[src/mips_isa_pkg.sv]
package mips_isa_pkg;

	// data word and register index
	localparam int XLEN   = 32;
	localparam int REG_AW = 5;

	// bytes per word, one write enable each
	localparam int NBYTES = XLEN / 8;

	// memory op handed over from the memory stage
	typedef enum logic [2:0] {
		MEM_NONE  = 3'd0,
		MEM_LB    = 3'd1,
		MEM_LBU   = 3'd2,
		MEM_LH    = 3'd3,
		MEM_LHU   = 3'd4,
		MEM_LW    = 3'd5,
		MEM_STORE = 3'd6
	} memop_e;

endpackage
[src/wb_pipe_pkg.sv]
package wb_pipe_pkg;

	// everything the memory stage passes to writeback
	typedef struct packed {
		mips_isa_pkg::memop_e                    memop;
		logic [mips_isa_pkg::NBYTES-1:0]         wren;
		logic [mips_isa_pkg::REG_AW-1:0]         waddr;
		// alu result
		logic [mips_isa_pkg::XLEN-1:0]           wdata;
		logic [mips_isa_pkg::XLEN-1:0]           pc;
		logic [mips_isa_pkg::XLEN-1:0]           mem_addr;
		// raw word from the data memory
		logic [mips_isa_pkg::XLEN-1:0]           mem_data;
		// from the multiply/divide unit
		logic [mips_isa_pkg::XLEN-1:0]           hi;
		logic [mips_isa_pkg::XLEN-1:0]           lo;
		logic                                    whien;
		logic                                    wloen;
		logic                                    inst_mfhi;
		logic                                    inst_mflo;
		logic                                    inst_mul;
	} mem_wb_t;

	// hi/lo update request
	typedef struct packed {
		logic                                    whien;
		logic                                    wloen;
		logic [mips_isa_pkg::XLEN-1:0]           hi;
		logic [mips_isa_pkg::XLEN-1:0]           lo;
	} hilo_wr_t;

endpackage

[src/hilo_wr_if.sv]
interface hilo_wr_if;

	// enables already masked by commit
	wb_pipe_pkg::hilo_wr_t data;

	// writeback side
	modport master (
		output data
	);

	// hi/lo register side
	modport slave (
		input  data
	);

endinterface

[src/wb_subsys.sv]
module wb_subsys #(
	parameter int                            NUM_REGS = 32,
	parameter logic [mips_isa_pkg::XLEN-1:0] RESET_PC = 32'hbfc0_0000
) (
	input  logic                                clk,
	input  logic                                rst_n_i,
	input  logic                                stall_i,
	input  logic                                flush_i,

	// from the memory stage
	input  mips_isa_pkg::memop_e                memop_i,
	input  logic [mips_isa_pkg::NBYTES-1:0]     wren_i,
	input  logic [mips_isa_pkg::REG_AW-1:0]     waddr_i,
	input  logic [mips_isa_pkg::XLEN-1:0]       wdata_i,
	input  logic [mips_isa_pkg::XLEN-1:0]       pc_i,
	input  logic [mips_isa_pkg::XLEN-1:0]       mem_addr_i,
	input  logic [mips_isa_pkg::XLEN-1:0]       mem_data_i,
	input  logic [mips_isa_pkg::XLEN-1:0]       hi_i,
	input  logic [mips_isa_pkg::XLEN-1:0]       lo_i,
	input  logic                                whien_i,
	input  logic                                wloen_i,
	input  logic                                inst_mfhi_i,
	input  logic                                inst_mflo_i,
	input  logic                                inst_mul_i,

	// register file read ports
	input  logic [mips_isa_pkg::REG_AW-1:0]     raddr_a_i,
	input  logic [mips_isa_pkg::REG_AW-1:0]     raddr_b_i,
	output logic [mips_isa_pkg::XLEN-1:0]       rdata_a_o,
	output logic [mips_isa_pkg::XLEN-1:0]       rdata_b_o,

	output logic [mips_isa_pkg::XLEN-1:0]       hi_o,
	output logic [mips_isa_pkg::XLEN-1:0]       lo_o,

	// commit trace
	output logic [mips_isa_pkg::XLEN-1:0]       debug_wb_pc_o,
	output logic [mips_isa_pkg::NBYTES-1:0]     debug_wb_rf_wen_o,
	output logic [mips_isa_pkg::REG_AW-1:0]     debug_wb_rf_wnum_o,
	output logic [mips_isa_pkg::XLEN-1:0]       debug_wb_rf_wdata_o
);

	import mips_isa_pkg::*;
	import wb_pipe_pkg::*;

	mem_wb_t            mem_in;
	mem_wb_t            wb_q;
	logic               commit;
	logic [NBYTES-1:0]  rf_wren;
	logic [REG_AW-1:0]  rf_waddr;
	logic [XLEN-1:0]    rf_wdata;

	hilo_wr_if i_hilo_wr ();

	assign mem_in = '{
		memop:     memop_i,
		wren:      wren_i,
		waddr:     waddr_i,
		wdata:     wdata_i,
		pc:        pc_i,
		mem_addr:  mem_addr_i,
		mem_data:  mem_data_i,
		hi:        hi_i,
		lo:        lo_i,
		whien:     whien_i,
		wloen:     wloen_i,
		inst_mfhi: inst_mfhi_i,
		inst_mflo: inst_mflo_i,
		inst_mul:  inst_mul_i
	};

	mem_wb_reg #(
		.RESET_PC (RESET_PC)
	) i_mem_wb_reg (
		.clk      (clk),
		.rst_n_i  (rst_n_i),
		.stall_i  (stall_i),
		.flush_i  (flush_i),
		.mem_i    (mem_in),
		.wb_o     (wb_q),
		.commit_o (commit)
	);

	writeback i_writeback (
		.wb_i                (wb_q),
		.commit_i            (commit),
		.wb_wren_o           (rf_wren),
		.wb_waddr_o          (rf_waddr),
		.wb_wdata_o          (rf_wdata),
		.hilo                (i_hilo_wr.master),
		.debug_wb_pc_o       (debug_wb_pc_o),
		.debug_wb_rf_wen_o   (debug_wb_rf_wen_o),
		.debug_wb_rf_wnum_o  (debug_wb_rf_wnum_o),
		.debug_wb_rf_wdata_o (debug_wb_rf_wdata_o)
	);

	regfile #(
		.NUM_REGS (NUM_REGS)
	) i_regfile (
		.clk       (clk),
		.rst_n_i   (rst_n_i),
		.wren_i    (rf_wren),
		.waddr_i   (rf_waddr),
		.wdata_i   (rf_wdata),
		.raddr_a_i (raddr_a_i),
		.raddr_b_i (raddr_b_i),
		.rdata_a_o (rdata_a_o),
		.rdata_b_o (rdata_b_o)
	);

	hilo_reg i_hilo_reg (
		.clk     (clk),
		.rst_n_i (rst_n_i),
		.wr      (i_hilo_wr.slave),
		.hi_o    (hi_o),
		.lo_o    (lo_o)
	);

endmodule

[src/hilo_reg.sv]
module hilo_reg (
	input  logic                            clk,
	input  logic                            rst_n_i,
	hilo_wr_if.slave                        wr,
	output logic [mips_isa_pkg::XLEN-1:0]   hi_o,
	output logic [mips_isa_pkg::XLEN-1:0]   lo_o
);

	// independent enables, e.g. mthi touches only hi
	always_ff @(posedge clk or negedge rst_n_i) begin
		if (!rst_n_i) begin
			hi_o <= '0;
		end else if (wr.data.whien) begin
			hi_o <= wr.data.hi;
		end
	end

	always_ff @(posedge clk or negedge rst_n_i) begin
		if (!rst_n_i) begin
			lo_o <= '0;
		end else if (wr.data.wloen) begin
			lo_o <= wr.data.lo;
		end
	end

endmodule

[src/regfile.sv]
module regfile #(
	parameter int NUM_REGS = 32
) (
	input  logic                                clk,
	input  logic                                rst_n_i,

	input  logic [mips_isa_pkg::NBYTES-1:0]     wren_i,
	input  logic [mips_isa_pkg::REG_AW-1:0]     waddr_i,
	input  logic [mips_isa_pkg::XLEN-1:0]       wdata_i,

	input  logic [mips_isa_pkg::REG_AW-1:0]     raddr_a_i,
	input  logic [mips_isa_pkg::REG_AW-1:0]     raddr_b_i,
	output logic [mips_isa_pkg::XLEN-1:0]       rdata_a_o,
	output logic [mips_isa_pkg::XLEN-1:0]       rdata_b_o
);

	import mips_isa_pkg::*;

	logic [XLEN-1:0] regs [NUM_REGS];

	always_ff @(posedge clk or negedge rst_n_i) begin
		if (!rst_n_i) begin
			for (int i = 0; i < NUM_REGS; i++) begin
				regs[i] <= '0;
			end
		end else if (waddr_i != '0) begin
			// byte merge
			for (int b = 0; b < NBYTES; b++) begin
				if (wren_i[b]) begin
					regs[waddr_i][8*b +: 8] <= wdata_i[8*b +: 8];
				end
			end
		end
	end

	// r0 reads zero
	assign rdata_a_o = (raddr_a_i == '0) ? '0 : regs[raddr_a_i];
	assign rdata_b_o = (raddr_b_i == '0) ? '0 : regs[raddr_b_i];

endmodule

[src/writeback.sv]
module writeback (
	input  wb_pipe_pkg::mem_wb_t                wb_i,
	input  logic                                commit_i,

	output logic [mips_isa_pkg::NBYTES-1:0]     wb_wren_o,
	output logic [mips_isa_pkg::REG_AW-1:0]     wb_waddr_o,
	output logic [mips_isa_pkg::XLEN-1:0]       wb_wdata_o,

	hilo_wr_if.master                           hilo,

	output logic [mips_isa_pkg::XLEN-1:0]       debug_wb_pc_o,
	output logic [mips_isa_pkg::NBYTES-1:0]     debug_wb_rf_wen_o,
	output logic [mips_isa_pkg::REG_AW-1:0]     debug_wb_rf_wnum_o,
	output logic [mips_isa_pkg::XLEN-1:0]       debug_wb_rf_wdata_o
);

	import mips_isa_pkg::*;

	logic [7:0]            ld_byte;
	logic [XLEN/2-1:0]     ld_half;
	logic [XLEN-1:0]       ld_data;
	logic [XLEN-1:0]       result;
	logic [NBYTES-1:0]     wren_m;

	// little endian lanes
	always_comb begin
		ld_byte = wb_i.mem_data[{wb_i.mem_addr[1:0], 3'b000} +: 8];
		if (wb_i.mem_addr[1]) begin
			ld_half = wb_i.mem_data[XLEN-1:XLEN/2];
		end else begin
			ld_half = wb_i.mem_data[XLEN/2-1:0];
		end
	end

	// stores and non-memory ops keep the alu value
	always_comb begin
		case (wb_i.memop)
			MEM_LB:  ld_data = {{(XLEN - 8){ld_byte[7]}}, ld_byte};
			MEM_LBU: ld_data = {{(XLEN - 8){1'b0}}, ld_byte};
			MEM_LH:  ld_data = {{(XLEN / 2){ld_half[XLEN/2-1]}}, ld_half};
			MEM_LHU: ld_data = {{(XLEN / 2){1'b0}}, ld_half};
			MEM_LW:  ld_data = wb_i.mem_data;
			default: ld_data = wb_i.wdata;
		endcase
	end

	// mfhi first, then mflo/mul, then load or alu
	always_comb begin
		if (wb_i.inst_mfhi) begin
			result = wb_i.hi;
		end else if (wb_i.inst_mflo | wb_i.inst_mul) begin
			result = wb_i.lo;
		end else begin
			result = ld_data;
		end
	end

	assign wren_m = commit_i ? wb_i.wren : '0;

	assign wb_wren_o  = wren_m;
	assign wb_waddr_o = wb_i.waddr;
	assign wb_wdata_o = result;

	always_comb begin
		hilo.data.whien = wb_i.whien & commit_i;
		hilo.data.wloen = wb_i.wloen & commit_i;
		hilo.data.hi    = wb_i.hi;
		hilo.data.lo    = wb_i.lo;
	end

	// pc stays visible, the rest only on commit
	assign debug_wb_pc_o       = wb_i.pc;
	assign debug_wb_rf_wen_o   = wren_m;
	assign debug_wb_rf_wnum_o  = commit_i ? wb_i.waddr : '0;
	assign debug_wb_rf_wdata_o = commit_i ? result : '0;

endmodule

[src/mem_wb_reg.sv]
module mem_wb_reg #(
	parameter logic [mips_isa_pkg::XLEN-1:0] RESET_PC = 32'hbfc0_0000
) (
	input  logic                 clk,
	input  logic                 rst_n_i,
	input  logic                 stall_i,
	input  logic                 flush_i,
	input  wb_pipe_pkg::mem_wb_t mem_i,
	output wb_pipe_pkg::mem_wb_t wb_o,
	output logic                 commit_o
);

	logic valid_q;

	always_ff @(posedge clk or negedge rst_n_i) begin
		if (!rst_n_i) begin
			valid_q <= 1'b0;
			wb_o    <= '0;
			wb_o.pc <= RESET_PC;
		end else if (flush_i) begin
			// bubble, flush wins over stall
			valid_q     <= 1'b0;
			wb_o.wren   <= '0;
			wb_o.whien  <= 1'b0;
			wb_o.wloen  <= 1'b0;
		end else if (!stall_i) begin
			valid_q <= 1'b1;
			wb_o    <= mem_i;
		end
	end

	// a held instruction retires once, after the stall drops
	assign commit_o = valid_q & ~stall_i;

endmodule

[config.mk]
export PLATFORM = sky130hd
export DESIGN_NAME = wb_subsys
export DESIGN_NICKNAME = d
export VERILOG_FILES = /design/src/mips_isa_pkg.sv /design/src/wb_pipe_pkg.sv /design/src/hilo_wr_if.sv /design/src/wb_subsys.sv /design/src/hilo_reg.sv /design/src/regfile.sv /design/src/writeback.sv /design/src/mem_wb_reg.sv
export SDC_FILE = /design/constraint.sdc
export NUM_CORES = 2
export LEC_CHECK = 0
export ABC_AREA = 1
export BUFFER_PORTS_ARGS = -buffer_cell sky130_fd_sc_hd__buf_2
export CAP_MARGIN = 20
export CORE_AREA = 2 2 398 400
export DETAILED_ROUTE_END_ITERATION = 12
export DIE_AREA = 0 0 400 402
export SKIP_LAST_GASP = 1
export SLEW_MARGIN = 40
export SYNTH_ARGS = -nofsm -noshare
export SYNTH_HDL_FRONTEND = slang
export SYNTH_SLANG_ARGS = --single-unit
[constraint.sdc]
create_clock -name clk -period 2.3 [get_ports clk]
set_clock_uncertainty 0.2 [all_clocks]
set_input_delay 0.23 -clock clk [delete_from_list [all_inputs] [get_ports clk]]
set_output_delay 0.23 -clock clk [all_outputs]
set_load 0.1 [all_outputs]
# Word level (Yosys, flattened, before mapping)
# Index checks and enable logic that the tools add are counted.
totals:
  mem_bits_ro: 0
  input_bits: 223
  mem_bits_rw: 0
  memories: 0
  latchBits: 0
  regBits: 1298
op_classes:
  n_eq_ne: 6
  magnitude_cmp: 4
  n_addsub: 0
  reduce_logical: 5
  bitwise_logic: 9
  multipliers: 0
  shift: 1
  n_div: 0
  n_mux: 39
ops:
  columns: ["operator", "count"]
  rows:
  - ["1024-bit 2-to-1 mux", 7]
  - ["1024-bit bitwise mux", 4]
  - ["32-bit demux with 5-bit select", 4]
  - ["32-bit binary-select mux with 5-bit select", 2]
  - ["32-bit 2-to-1 mux", 10]
  - ["206-bit 2-to-1 mux", 1]
  - ["32-bit case mux with 5 select lines", 1]
  - ["16-bit 2-to-1 mux", 2]
  - ["32-bit by 6-bit indexed part select with 8-bit output", 1]
  - ["24-bit 2-to-1 mux", 1]
  - ["6-bit greater-or-equal comparator, second input constant", 3]
  - ["5-bit NOT with 6-bit output", 3]
  - ["5-bit zero test", 2]
  - ["4-bit 2-to-1 mux", 2]
  - ["8-bit 2-to-1 mux", 1]
  - ["3-bit by 2-bit == test with 1-bit output, second input constant", 2]
  - ["3-bit == test, second input constant", 2]
  - ["6-bit by 1-bit less-than comparator with 1-bit output, second input constant", 1]
  - ["5-bit 2-to-1 mux", 1]
  - ["5-bit nonzero test", 1]
  - ["1-bit bitwise AND", 3]
  - ["3-bit by 1-bit == test with 1-bit output, second input constant", 1]
  - ["1-bit 2-to-1 mux", 2]
  - ["2-bit 2-to-1 mux", 1]
  - ["5 further kinds", 6]

# Logic depth before layout (Yosys ltp)
depth:
  depth_word: 16
  depth_mapped: 16
  depth_no_buf: 13

# Modules after synthesis
# Synthesis repeated with hierarchy kept, for this count alone.
unflattened:
  hier_cells: 10183
  hier_area_um2: 70754.1
modules_own_cells:
  columns: ["mod", "n_inst", "area_per_inst_um2", "cells_each", "seq_area_each_um2"]
  rows:
  - ["regfile", 1, 56869.5, 8369, 25624.6]
  - ["mem_wb_reg", 1, 8279.2, 911, 5266.3]
  - ["writeback", 1, 3046.7, 631, 0.0]
  - ["hilo_reg", 1, 2558.7, 272, 1601.5]

# Worst setup path after synthesis
# OpenSTA, ideal clock, no wires.
synth_path:
  path_type: "register to output"
  startpoint: "register i_mem_wb_reg.wb_o[207] in the netlist's numbering"
  endpoint: "output port debug_wb_rf_wdata_o[7] in the netlist's numbering"
  stages_incl_launch_ff: 8
  arrival_ns: 2.850
  slack_ns: -0.980
  path_buffers: 2
  cell_sequence: "dfrtp_1 o21ai_1 nand2_4 buf_6 o21ai_1 o21ai_4 buf_2 a21oi_1"
synth_between:
  elab_chain_len: 5
synth_lines:
  columns: ["item", "line", "text"]
  rows:
  - ["from (decl)", "mem_wb_reg.sv:9", "output wb_pipe_pkg::mem_wb_t wb_o,"]
  - ["from (signal assigned)", "mem_wb_reg.sv:28", "wb_o <= mem_i;"]
  - ["3-bit == test (tied with other cells)", "writeback.sv:37", "case (wb_i.memop)"]
  - ["32-bit case mux with 5 select lines (*)", "writeback.sv:37", null]
  - ["32-bit 2-to-1 mux (*)", "writeback.sv:51", "end else if (wb_i.inst_mflo | wb_i.inst_mul) begin"]
  - ["32-bit 2-to-1 mux (*)", "writeback.sv:49", "if (wb_i.inst_mfhi) begin"]
  - ["32-bit 2-to-1 mux (*)", "writeback.sv:75", "assign debug_wb_rf_wdata_o = commit_i ? result : '0;"]
  - ["to (decl)", "wb_subsys.sv:39", "output logic [mips_isa_pkg::XLEN-1:0] debug_wb_rf_wdata_o"]
# Every way passes the cells marked *; elsewhere a longest branch is shown, timed or not.

# Worst setup path in the final report
layout_path:
  startpoint: "register i_mem_wb_reg.wb_o[1] in the netlist's numbering"
  endpoint: "output port debug_wb_rf_wdata_o[14] in the netlist's numbering"
layout_between:
  elab_chain_len: 4
layout_lines:
  columns: ["item", "line"]
  rows:
  - ["1-bit OR", "writeback.sv:51"]
  - ["32-bit 2-to-1 mux", "writeback.sv:51"]
  - ["32-bit 2-to-1 mux", "writeback.sv:49"]
  - ["32-bit 2-to-1 mux", "writeback.sv:75"]
# No other way between the ends.

==> flow_summary.toml <==
[outcome]
status = "complete, but fails checks"
failed_checks = "negative setup slack"

[final_layout]
fin_area_um2 = 100000
final_common_cell = "nand2_1"
drive_gt1_share_pct = 23.3
final_cell_mix = "4307 x nand2_1, 1252 x dfrtp_1, 1070 x nand3_1, 704 x buf_4, 622 x o21ai_0"
final_nets = 11881
area_delta_synth_final_pct = 43.5

[logic_synthesis]
yosysWarningCount = 0
synth_area_per_cell_um2 = 6.81
syn_nets = 10494
synth.distinct_cells = 29
syn_area_um2 = 70000
syn_inst = 10271
synth_seq_cells = 1268
synth_sequential_area_ratio_pct = 45.4

[placement]
globalplace.congestion = 1.00
dpl_cell_area_um2 = 84200
hpwlAfterDp_um = 220000
io_buffer_count = 393

[routing]
route.detailed.drc = 0
drt_wl_total_um = 335000
drt-pass1-iter-count = 7
avgRoutedWirePerCell_um = 24.2
first_iter_violations = 10615
drtAntennaViolNets = 0
via_per_inst = 5.87
vias = 81353

[critical_path]
crit_buf_inv = 3
worst_path_largest_cell_delay_ns = 0.43
reg2regPathDepth = 13
crit_type = "reg2out"
crit_chain = "nor2_2 -> inv_1 -> buf_4 -> a21oi_1 -> nand2_4 -> a21oi_4 -> buf_12"
cp-end-kind = "output pin"
cp_max_fo = 21
critPathLaunchType = "flip-flop"
cp_top_family = "compound AO/OA/AOI/OAI gates"
cp_slowest_cell = "dfrtp_1"
path_depth = 7
worstPathRequired_ns = 1.87
arrival_ns = 2.77

[timing]
relSlewSlack_pct = 43.5
tightest_slew_ns = 0.847
fin_crit_ns = 3.20
finalHoldViolCount = 0
period_share_pct = 139
maxSlewViolCount = 0
max_freq_mhz = 313
layout_setup_ws_ns = -0.897
rsz0062_at_grt = "true"
totalNegativeSetupSlack_ns = -161.99
setup-violations-final = 1055

[power_and_ir_drop]
p_sw_w = 0.0265
p_int_w = 0.0453
switching_share_pct = 36.9
ir_drop_mv = 0.804
p_per_area_nw_per_um2 = 715
power_frac_seq_pct = 34.9
combPwrFrac_pct = 30.2
p_clk_share_pct = 34.9
leakagePower_nw = 47.4

[floorplanning]
die_x_um = 400
start_util_pct = 44.6
fp.dieH_um = 402
die_area_um2 = 161000
num_rows = 146
core-area_um2 = 157000
pin_count = 424

[clock_tree]
cts_root_buf = "clkbuf_16"
clk_path_buf_depth = 3
path_clk_slew_ns = 0.07
tritoncts = "yes"
clkSinkCount = 1268
cts_max_level = 4
numCtsBuffers = 150
clock_latency_ns = 0.81

[grt]
grt_pass1_wl_um = 498000
grt_max_degree = 98
gr-usage-all-layers_pct = 40.7
grt-ovfl-total = 0
antenna_found_initial = 9
grt_pass1_vias = 78299

[hold_path]
hp-class = "in2async"

[flow_run]
max_cap_violations = 0
[sequential cells by signal (all words and copies together) (netlist names)]
name,flops
i_hilo_reg.hi_o,32
i_mem_wb_reg.valid_q,1
i_mem_wb_reg.wb_o,179
i_regfile.regs,1024
i_hilo_reg.lo_o,32
[what timing repair did]
| action | in CTS | in global routing |
|---|---|---|
| pin swaps | 412 | 475 |
| endpoints found under the hold margin | 1439 | 0 |
| cloned | 5 | 3 |
| endpoints found under the setup margin | 922 | 1205 |
| setup buffers | 99 | 100 |
| gates resized for setup | 690 | 530 |
| hold buffers | 562 | 0 |
[metrics by stage]
stage	worst slack, ns	power [W]	utilization, %	hold slack (ns)	instances
after floorplan	-0.101	0.0353	-	-0.266	10271
after global placement	-0.412	0.0434	53.6	-0.0569	12879
after detailed placement	-0.405	0.0435	53.6	-0.0381	12879
after CTS	-0.894	0.0701	62.2	0.000167	13763
after global routing	-0.946	0.0736	63.9	0.0251	13848
final	-0.897	0.0718	63.9	0.0232	13851
[final cells by class]
| class | count | area (um2) |
|---|---|---|
| inverter | 354 | 1390 |
| fill | 13131 | 56600 |
| sequential | 1268 | 31800 |
| antenna | 3 | 7.51 |
| tap | 2072 | 2590 |
| clock inverter | 61 | 659 |
| multi-input combinational | 7904 | 39000 |
| clock buffer | 209 | 4410 |
| timing repair buffer | 1980 | 20700 |
[cells by family (layout without fill, tap and decap cells)]
logic type | after synthesis | in the layout | share of synthesized area [%]
compound gates | 1364 | 1364 | 10.2
buf+inv | 1100 | 2604 | 6.66
flops | 1268 | 1268 | 45.4
other cells | 0 | 3 | 0
simple gates | 6539 | 6540 | 37.8
[power groups by stage]
stage	clock network (W)	registers, W	logic, W
2_1_floorplan	0	0.0269	0.00835
3_3_place_gp	0	0.0252	0.0181
3_5_place_dp	0	0.0252	0.0183
4_1_cts	0.0251	0.0249	0.0201
5_1_grt	0.0261	0.0251	0.0224
6_report	0.0251	0.0250	0.0217
[Yosys cell counts, drive strengths merged]
cell type,instances,area share (%)
nand2,4566,25
nand3,1278,9.2
dfrtp,1259,45
o21ai,860,6.2
nor2,691,4.0
clkbuf,456,2.4
inv,351,1.9
a21oi,346,2.5
buf,290,2.3
o22ai,80,0.72
o31ai,63,0.68
a31oi,15,0.13
dfstp,9,0.34
nor3,4,0.029
clkinv,3,0.016
[worst paths after layout]
check / start / to / slack (ns)
worst max-delay path: i_mem_wb_reg.wb_o[1]$_DFFE_PN0P_ / debug_wb_rf_wdata_o[14] / -0.90
worst min-delay path: rst_n_i / i_regfile.regs[719]$_DFFE_PN0P_ / 0.02
worst max register to register: i_mem_wb_reg.wb_o[207]$_DFFE_PN0P_ / i_regfile.regs[59]$_DFFE_PN0P_ / -0.28
worst min register to register: i_regfile.regs[1021]$_DFFE_PN0P_ / i_regfile.regs[1021]$_DFFE_PN0P_ / 0.17
max in group asynchronous: rst_n_i / i_mem_wb_reg.wb_o[159]$_DFFE_PN1P_ / 1.26
min in group clk: mem_data_i[26] / i_mem_wb_reg.wb_o[95]$_DFFE_PN0P_ / 0.05
[per-layer routing]
layer	track usage [%]	wire length, um	up-vias	share of wire [%]
met3	10.7	40100	1198	12
met2	61.1	147000	5488	44
met4	23.3	22400	12	6.7
li1	-	-	35695	-
met5	0	95	-	0.028
met1	53.1	126000	38960	38
[worst reg2reg max path: stages (launching register included)]
cell and delay (ns):
dfrtp_2 0.46, inv_2 0.10, buf_6 0.11, nand3_4 0.13
buf_12 0.20, buf_6 0.14, nor2_4 0.09, nor2_1 0.06
o21ai_2 0.24, buf_4 0.16, buf_4 0.12, buf_4 0.27
nand3_1 0.17, nand2_1 0.08
Power figures use the tool's default switching activity.
